**src/design/btiger_pkg.sv**
```systemverilog
`default_nettype none

package btiger_pkg;

    // Counter and address widths
    typedef logic [8:0]  hcnt_t;
    typedef logic [8:0]  vcnt_t;
    typedef logic [25:0] dl_addr_t;

    // Palette in the upper nibble, color in the lower one, color 4'hF is transparent
    typedef logic [7:0]  pixel_t;

    // Layer code in bits 9:8, winning pixel below
    typedef logic [9:0]  pal_idx_t;

    typedef struct packed {
        pixel_t chr;
        pixel_t scr;
        pixel_t obj;
    } layer_pixels_t;

    typedef struct packed {
        hcnt_t h;
        vcnt_t v;
        logic  lhbl;
        logic  lvbl;
        logic  hs;
        logic  vs;
        logic  hinit;
    } vid_timing_t;

    typedef struct packed {
        logic       we;
        logic [7:0] addr;
        logic [3:0] data;
    } prom_wr_t;

    // Default video timing, 6 MHz pixel clock
    localparam int H_TOTAL     = 384;
    localparam int H_ACTIVE    = 256;
    localparam int V_TOTAL     = 262;
    localparam int V_ACT_START = 16;
    localparam int V_ACT_END   = 240;
    localparam int HS_START    = 288;
    localparam int HS_END      = 320;
    localparam int VS_START    = 248;
    localparam int VS_END      = 251;

    // Download memory map
    localparam dl_addr_t OBJ_START  = 26'h0A0000;
    localparam dl_addr_t PROM_START = 26'h0E0000;
    localparam dl_addr_t MCU_OVER   = PROM_START + 26'h1000;

endpackage

`default_nettype wire

```
**src/design/btiger_cen.sv**
```systemverilog
`timescale 1ns/100ps
`default_nettype none

module btiger_cen (
    input  logic clk,
    input  logic rst,
    output logic cen12,
    output logic cen6,
    output logic cen3
);

    logic [3:0] cnt;
    logic [3:0] cnt_nxt;

    assign cnt_nxt = cnt + 4'd1;

    always_ff @(posedge clk) begin
        if (rst) begin
            cnt <= '0;
        end else begin
            cnt <= cnt_nxt;
        end
    end

    // Decode the next count so each strobe lines up with counts 3, 7, 11 and 15
    always_ff @(posedge clk) begin
        if (rst) begin
            cen12 <= 1'b0;
            cen6  <= 1'b0;
            cen3  <= 1'b0;
        end else begin
            cen12 <= &cnt_nxt[1:0];
            cen6  <= &cnt_nxt[2:0];
            cen3  <= &cnt_nxt;
        end
    end

endmodule

`default_nettype wire

```
**src/design/btiger_timer.sv**
```systemverilog
`timescale 1ns/100ps
`default_nettype none

module btiger_timer #(
    parameter int H_TOTAL     = btiger_pkg::H_TOTAL,
    parameter int H_ACTIVE    = btiger_pkg::H_ACTIVE,
    parameter int V_TOTAL     = btiger_pkg::V_TOTAL,
    parameter int V_ACT_START = btiger_pkg::V_ACT_START,
    parameter int V_ACT_END   = btiger_pkg::V_ACT_END,
    parameter int HS_START    = btiger_pkg::HS_START,
    parameter int HS_END      = btiger_pkg::HS_END,
    parameter int VS_START    = btiger_pkg::VS_START,
    parameter int VS_END      = btiger_pkg::VS_END
) (
    input  logic                    clk,
    input  logic                    rst,
    input  logic                    cen6,
    output btiger_pkg::vid_timing_t timing
);

    import btiger_pkg::*;

    hcnt_t h_nxt;
    vcnt_t v_nxt;
    logic  h_wrap;
    logic  v_wrap;

    // Half-open window check on a count
    function automatic logic in_window(input int val, input int lo, input int hi);
        return (val >= lo) && (val < hi);
    endfunction

    always_comb begin
        h_wrap = timing.h == hcnt_t'(H_TOTAL - 1);
        v_wrap = timing.v == vcnt_t'(V_TOTAL - 1);
        h_nxt  = h_wrap ? '0 : timing.h + 1'b1;
        v_nxt  = timing.v;
        // Line count steps once per wrapped line
        if (h_wrap) begin
            v_nxt = v_wrap ? '0 : timing.v + 1'b1;
        end
    end

    // Flags come from the next counts so they match h and v on the same edge
    always_ff @(posedge clk) begin
        if (rst) begin
            timing.h     <= '0;
            timing.v     <= '0;
            timing.lhbl  <= 1'b1;
            timing.lvbl  <= 1'b0;
            timing.hs    <= 1'b0;
            timing.vs    <= 1'b0;
            timing.hinit <= 1'b0;
        end else if (cen6) begin
            timing.h     <= h_nxt;
            timing.v     <= v_nxt;
            timing.lhbl  <= in_window(int'(h_nxt), 0, H_ACTIVE);
            timing.lvbl  <= in_window(int'(v_nxt), V_ACT_START, V_ACT_END);
            timing.hs    <= in_window(int'(h_nxt), HS_START, HS_END);
            timing.vs    <= in_window(int'(v_nxt), VS_START, VS_END);
            // No line start pulse on the first line of the frame
            timing.hinit <= (h_nxt == '0) && (v_nxt != '0);
        end
    end

endmodule

`default_nettype wire

```
**src/design/btiger_rom_loader.sv**
```systemverilog
`timescale 1ns/100ps
`default_nettype none

module btiger_rom_loader #(
    parameter btiger_pkg::dl_addr_t OBJ_START = btiger_pkg::OBJ_START,
    parameter btiger_pkg::dl_addr_t MCU_OVER  = btiger_pkg::MCU_OVER
) (
    input  logic                 clk,
    input  logic                 rst,
    input  btiger_pkg::dl_addr_t ioctl_addr,
    input  logic [21:0]          prog_addr,
    input  logic [7:0]           prog_data,
    input  logic                 prom_we,
    output btiger_pkg::prom_wr_t prior_wr,
    output logic                 mcu_we,
    output logic [11:0]          mcu_addr,
    output logic [7:0]           mcu_data,
    output logic [21:0]          post_addr
);

    logic       mcu_over;
    logic [2:0] prom_page;
    logic       prior_sel;
    logic       mcu_sel;

    assign mcu_over  = ioctl_addr >= MCU_OVER;

    // PROM pages are 256 bytes apart above the MCU image
    assign prom_page = ioctl_addr[10:8];

    // Only page 0 is kept, the other pages fall through unused
    assign prior_sel = prom_we && mcu_over && (prom_page == 3'd0);
    assign mcu_sel   = prom_we && !mcu_over;

    always_ff @(posedge clk) begin
        prior_wr.addr <= prog_addr[7:0];
        prior_wr.data <= prog_data[3:0];
        mcu_addr      <= prog_addr[11:0];
        mcu_data      <= prog_data;
        if (rst) begin
            prior_wr.we <= 1'b0;
            mcu_we      <= 1'b0;
        end else begin
            prior_wr.we <= prior_sel;
            mcu_we      <= mcu_sel;
        end
    end

    // Object ROM bytes are stored with address bit 5 moved below bits 4 to 1
    always_comb begin
        post_addr = prog_addr;
        if (ioctl_addr >= OBJ_START) begin
            post_addr[5:1] = {prog_addr[4:1], prog_addr[5]};
        end
    end

endmodule

`default_nettype wire

```
**src/design/btiger_prio_mix.sv**
```systemverilog
`timescale 1ns/100ps
`default_nettype none

module btiger_prio_mix (
    input  logic                      clk,
    input  logic                      rst,
    input  logic                      cen6,
    input  btiger_pkg::prom_wr_t      prior_wr,
    input  btiger_pkg::layer_pixels_t pixels,
    input  logic                      lhbl,
    input  logic                      lvbl,
    output btiger_pkg::pal_idx_t      color
);

    import btiger_pkg::*;

    localparam logic [1:0] LAYER_BLANK = 2'b00;
    localparam logic [1:0] LAYER_CHR   = 2'b01;
    localparam logic [1:0] LAYER_SCR   = 2'b10;
    localparam logic [1:0] LAYER_OBJ   = 2'b11;

    localparam logic [3:0] TRANSPARENT = 4'hF;

    // Priority PROM, indexed by the scroll pixel
    logic [3:0] prio_rom [0:255];

    layer_pixels_t pix_q;
    logic          obj_under_q;
    logic          active_q;
    pal_idx_t      color_nxt;

    always_ff @(posedge clk) begin
        if (prior_wr.we) begin
            prio_rom[prior_wr.addr] <= prior_wr.data;
        end
    end

    // Stage one samples the layers and the PROM entry for this scroll pixel
    always_ff @(posedge clk) begin
        if (cen6) begin
            pix_q       <= pixels;
            obj_under_q <= prio_rom[pixels.scr][0];
        end
        if (rst) begin
            active_q <= 1'b0;
        end else if (cen6) begin
            active_q <= lhbl && lvbl;
        end
    end

    // Character on top, then objects unless the PROM hides them, scroll last
    always_comb begin
        if (!active_q) begin
            color_nxt = {LAYER_BLANK, 8'h00};
        end else if (pix_q.chr[3:0] != TRANSPARENT) begin
            color_nxt = {LAYER_CHR, pix_q.chr};
        end else if ((pix_q.obj[3:0] != TRANSPARENT) && !obj_under_q) begin
            color_nxt = {LAYER_OBJ, pix_q.obj};
        end else begin
            color_nxt = {LAYER_SCR, pix_q.scr};
        end
    end

    // Stage two
    always_ff @(posedge clk) begin
        if (rst) begin
            color <= '0;
        end else if (cen6) begin
            color <= color_nxt;
        end
    end

endmodule

`default_nettype wire

```
**src/design/btiger_video_top.sv**
```systemverilog
`timescale 1ns/100ps
`default_nettype none

module btiger_video_top #(
    parameter int                   H_TOTAL     = btiger_pkg::H_TOTAL,
    parameter int                   H_ACTIVE    = btiger_pkg::H_ACTIVE,
    parameter int                   V_TOTAL     = btiger_pkg::V_TOTAL,
    parameter int                   V_ACT_START = btiger_pkg::V_ACT_START,
    parameter int                   V_ACT_END   = btiger_pkg::V_ACT_END,
    parameter int                   HS_START    = btiger_pkg::HS_START,
    parameter int                   HS_END      = btiger_pkg::HS_END,
    parameter int                   VS_START    = btiger_pkg::VS_START,
    parameter int                   VS_END      = btiger_pkg::VS_END,
    parameter btiger_pkg::dl_addr_t OBJ_START   = btiger_pkg::OBJ_START,
    parameter btiger_pkg::dl_addr_t MCU_OVER    = btiger_pkg::MCU_OVER
) (
    input  logic                      clk,
    input  logic                      rst,
    // Download bus
    input  btiger_pkg::dl_addr_t      ioctl_addr,
    input  logic [21:0]               prog_addr,
    input  logic [7:0]                prog_data,
    input  logic                      prom_we,
    // Layer pixels from the tile and sprite generators
    input  btiger_pkg::layer_pixels_t pixels,
    output logic                      pxl2_cen,
    output logic                      pxl_cen,
    output logic                      cen3,
    output btiger_pkg::vid_timing_t   timing,
    output btiger_pkg::pal_idx_t      color,
    output logic                      mcu_we,
    output logic [11:0]               mcu_addr,
    output logic [7:0]                mcu_data,
    output logic [21:0]               post_addr
);

    import btiger_pkg::*;

    prom_wr_t prior_wr;

    btiger_cen u_cen (
        .clk   (clk),
        .rst   (rst),
        .cen12 (pxl2_cen),
        .cen6  (pxl_cen),
        .cen3  (cen3)
    );

    btiger_timer #(
        .H_TOTAL     (H_TOTAL),
        .H_ACTIVE    (H_ACTIVE),
        .V_TOTAL     (V_TOTAL),
        .V_ACT_START (V_ACT_START),
        .V_ACT_END   (V_ACT_END),
        .HS_START    (HS_START),
        .HS_END      (HS_END),
        .VS_START    (VS_START),
        .VS_END      (VS_END)
    ) u_timer (
        .clk    (clk),
        .rst    (rst),
        .cen6   (pxl_cen),
        .timing (timing)
    );

    btiger_rom_loader #(
        .OBJ_START (OBJ_START),
        .MCU_OVER  (MCU_OVER)
    ) u_loader (
        .clk        (clk),
        .rst        (rst),
        .ioctl_addr (ioctl_addr),
        .prog_addr  (prog_addr),
        .prog_data  (prog_data),
        .prom_we    (prom_we),
        .prior_wr   (prior_wr),
        .mcu_we     (mcu_we),
        .mcu_addr   (mcu_addr),
        .mcu_data   (mcu_data),
        .post_addr  (post_addr)
    );

    btiger_prio_mix u_mix (
        .clk      (clk),
        .rst      (rst),
        .cen6     (pxl_cen),
        .prior_wr (prior_wr),
        .pixels   (pixels),
        .lhbl     (timing.lhbl),
        .lvbl     (timing.lvbl),
        .color    (color)
    );

endmodule

`default_nettype wire

```
**config.mk**
```make
export PLATFORM = sky130hd
export DESIGN_NAME = btiger_video_top
export DESIGN_NICKNAME = d
export VERILOG_FILES = /design/src/design/btiger_pkg.sv /design/src/design/btiger_cen.sv /design/src/design/btiger_timer.sv /design/src/design/btiger_rom_loader.sv /design/src/design/btiger_prio_mix.sv /design/src/design/btiger_video_top.sv
export SDC_FILE = /design/constraint.sdc
export NUM_CORES = 1
export LEC_CHECK = 0
export BUFFER_PORTS_ARGS = -buffer_cell sky130_fd_sc_hd__buf_4
export CAP_MARGIN = 10
export CELL_PAD_IN_SITES_DETAIL_PLACEMENT = 0
export CELL_PAD_IN_SITES_GLOBAL_PLACEMENT = 1
export CORE_MARGIN = 3
export CORE_UTILIZATION = 35
export DETAILED_ROUTE_END_ITERATION = 6
export PLACE_DENSITY_LB_ADDON = 0.1
export RECOVER_POWER = 25
export SYNTH_ARGS = -nofsm -noshare
export SYNTH_HDL_FRONTEND = slang
export SYNTH_SLANG_ARGS = --single-unit
```
**constraint.sdc**
```tcl
create_clock -name clk -period 5.5 [get_ports clk]
set_input_delay 1.1 -clock clk [delete_from_list [all_inputs] [get_ports clk]]
set_output_delay 1.1 -clock clk [all_outputs]
set_load 0.05 [all_outputs]
```
==> out/metrics.yaml <==
critical_path:
  critical_path_arrival_ps: 4570
  crit_path_start: "pixels[11]"
  critPathCaptureType: "flip-flop"
  criticalPathCategory: "input port to flip-flop"
  crit_fanout: 27
  crit_path_start_kind: "input port"
  r2r_start: "u_cen.cen6"
  crit_required_ps: 5840
timing:
  rsz0062_at_grt: "no"
  period_share: 0.768
  maxSlewViolCount: 250
  finalCriticalPeriod_ps: 4220
  setup_viol: 0
  setup-tns-final_ps: 0
  tightest_slew_ps: 3230
  hold_viol: 0
  max_freq_ghz: 0.237
  fin_ws_ps: 1280
  clock_skew_ps: 15.7
  slew_headroom: -1.16
  hold_ws_ps: 463
worst_hold_path:
  min_path_type: "flip-flop to flip-flop"
  min_from: "u_cen.cnt[0]"
cts:
  post_cts_buffers: 0
  cts_max_level: 2
  clock_latency_ps: 550
  holdBufCountCts: 0
  clkTransAtPathRegs_ps: 60
  cts_max_path_buffers: 3
  cts-resized-gates: 0
  cts_tree: "done"
  clock-sinks: 344
  cts_made_buffers: 41
  root_buffer: "clkbuf_16"
drt:
  drtAntennaViolNets: 0
  wl_per_cell_um: 21.1
  initialDrtViolationCount: 674
  dr.pass1.iters: 5
  drc: 0
  wl_um: 38400
  drt-vias-per-instance: 5.24
  vias: 9531
place:
  place_ws_ps: 1530
  dpl.hpwl_um: 23500
  port_buffers: 132
  dpl.cell_count: 1745
  place_congestion: 0.750
  placed_area_um2: 16100
run_status:
  violations: "capacitance limit, slew limit"
  status: "finished with violations"
layout:
  layout.nets: 1337
  design_area_um2: 17300
  n_antenna_cell: 0
  area_delta_synth_final_pct: 15.6
  finalNonFillerCells: 1819
  layout-drive-gt1-share: 0.185
  num-fill-cells: 3977
logic_synthesis:
  ys.warnings.count: 0
  synthTopCellsByArea: "edfxtp_1, dfxtp_1, nor2_1"
  syn_area_per_cell_um2: 12.7
  synth_edf_count: 281
  synth_cells: 1183
  synth_area_um2: 15000
  ys_seq_area_frac: 0.646
  synth_top_area_cell: "edfxtp_1"
  synth_top_area_frac: 0.562
  ys_types: 62
  synthArstFlopShare: 0
  mappedNetlistNets: 1271
  ys_seq_elements: 344
  synth_ff_type: "edfxtp_1"
floorplanning:
  start_util: 0.356
  die_y_um: 213
  core_area_um2: 42100
  dieArea_um2: 45400
  die_w_um: 213
  num_rows: 75
  ios: 162
run:
  maxCapViolations: 4
grt:
  grt_pass1_vias: 9615
  grt_max_degree: 123
  grt_usage: 0.171
  grt_pass1_wl_um: 58400
  grt_overflow: 0
  antenna_found_initial: 0
pwr:
  leakagePower_nw: 5.64
  vdd_drop_max_v: 0.000231
  powerDensity_nw_per_um2: 330
## routing by layer
metal / share of wire / track usage / up-vias
met5: 0 / 0 / -
met4: 0.023 / 0.0546 / 0
met1: 0.46 / 0.237 / 4804
li1: - / - / 4446
met3: 0.044 / 0.0260 / 64
met2: 0.47 / 0.278 / 217
## critical path, cell delays in order
cell and delay (ps):
clkbuf_1 1230, nand3b_1 890, o22ai_1 430, nor4_1 90, a2111oi_0 400, a21oi_1 120, a22oi_1 290
## per-stage QoR
stage | util | total power [mW]
6_report | 0.412 | 5.72
5_1_grt | 0.412 | 5.93
4_1_cts | 0.413 | 5.81
3_5_place_dp | 0.383 | 3.22
3_3_place_gp | 0.383 | 3.22
2_1_floorplan | - | 3.13
## path summary, 6_finish.rpt
path                                          end  cells past startpoint  slack, ps
worst max-delay path            u_mix.obj_under_q                      7       1280
worst min-delay path                 u_cen.cnt[0]                      1        460
worst max register to register  u_timer.timing[9]                      4       1390
worst min register to register       u_cen.cnt[0]                      1        460
## cell usage after synthesis, types with 3 or more instances
cell      instances
nor2_1          302
nand2_1          34
nor3b_1           4
buf_1             4
clkbuf_1         62
mux2i_1          59
xor2_1            5
nor3_1           14
xnor2_1           4
inv_1             7
mux4_2           42
a21oi_1          27
o22ai_1          24
a211oi_1          6
ha_1              5
a22oi_1           8
edfxtp_1        281
or4_1             3
nor4_1            7
dfxtp_1          63
o21ai_0          18
nand3_1          34
nand4_1          16
and3_1            3
mux2_2            6
buf_4            40
a31oi_1           8
a311oi_1          3
nand2b_1         10
a32oi_1           3
nor2b_1          21
buf_2            11
nand3b_1          4
a22o_1            6
## power by group
part	switching (mW)	internal [mW]	total, mW
Combinational	0.202	0.110	0.312
Clock	1.06	1.50	2.56
Sequential	0.0180	2.83	2.85
## flip-flops by register name, indices dropped and copies added (netlist names), 4 cells and up
register / count
u_mix.color: 10
u_loader.mcu_addr: 5
u_loader.prior_wr: 11
u_timer.timing: 23
u_cen.cnt: 4
u_loader.mcu_data: 5
u_mix.prio_rom: 256
u_mix.pix_q: 24
## final cells by class
| type | instances | area, um^2 | area share |
|---|---|---|---|
| sequential | 344 | 9700 | 0.559 |
| inverter | 7 | 26.3 | 0.00152 |
| tap | 539 | 674 | 0.0389 |
| timing repair buffer | 141 | 1020 | 0.0586 |
| multi-input combinational | 714 | 4660 | 0.269 |
| clock buffer | 55 | 1140 | 0.0658 |
| clock inverter | 19 | 116 | 0.00671 |
## kinds of logic (layout without fill, tap and decap cells)
group                      after synthesis  after routing  synth area share
AOI/OAI and AO/OA                      123            123            0.0540
xor gates and xnor gates                 9              9           0.00525
adders and majority gates                5              5           0.00417
buffers and inverters                  125            222            0.0427
DFF                                    344            344             0.646
muxes                                  107            107             0.107
and+or+nand+nor                        470            470             0.141
## layout by cell type, fill, tap and decap left out, types with 7 or more instances in the layout
| cell | n |
|---|---|
| inv_1 | 7 |
| buf_4 | 95 |
| nand2b_1 | 10 |
| edfxtp_1 | 281 |
| clkinv_1 | 9 |
| o21ai_0 | 18 |
| nand4_1 | 16 |
| nand2_1 | 34 |
| a21oi_1 | 27 |
| nor2_1 | 302 |
| clkinv_2 | 7 |
| a31oi_1 | 8 |
| clkbuf_4 | 30 |
| o22ai_1 | 24 |
| dfxtp_1 | 62 |
| nor3_1 | 14 |
| mux4_2 | 42 |
| nor4_1 | 7 |
| nor2b_1 | 21 |
| clkbuf_1 | 24 |
| mux2i_1 | 59 |
| a22oi_1 | 8 |
| nand3_1 | 34 |
| clkbuf_16 | 43 |
Note: power is estimated with default switching activity, not from simulation.
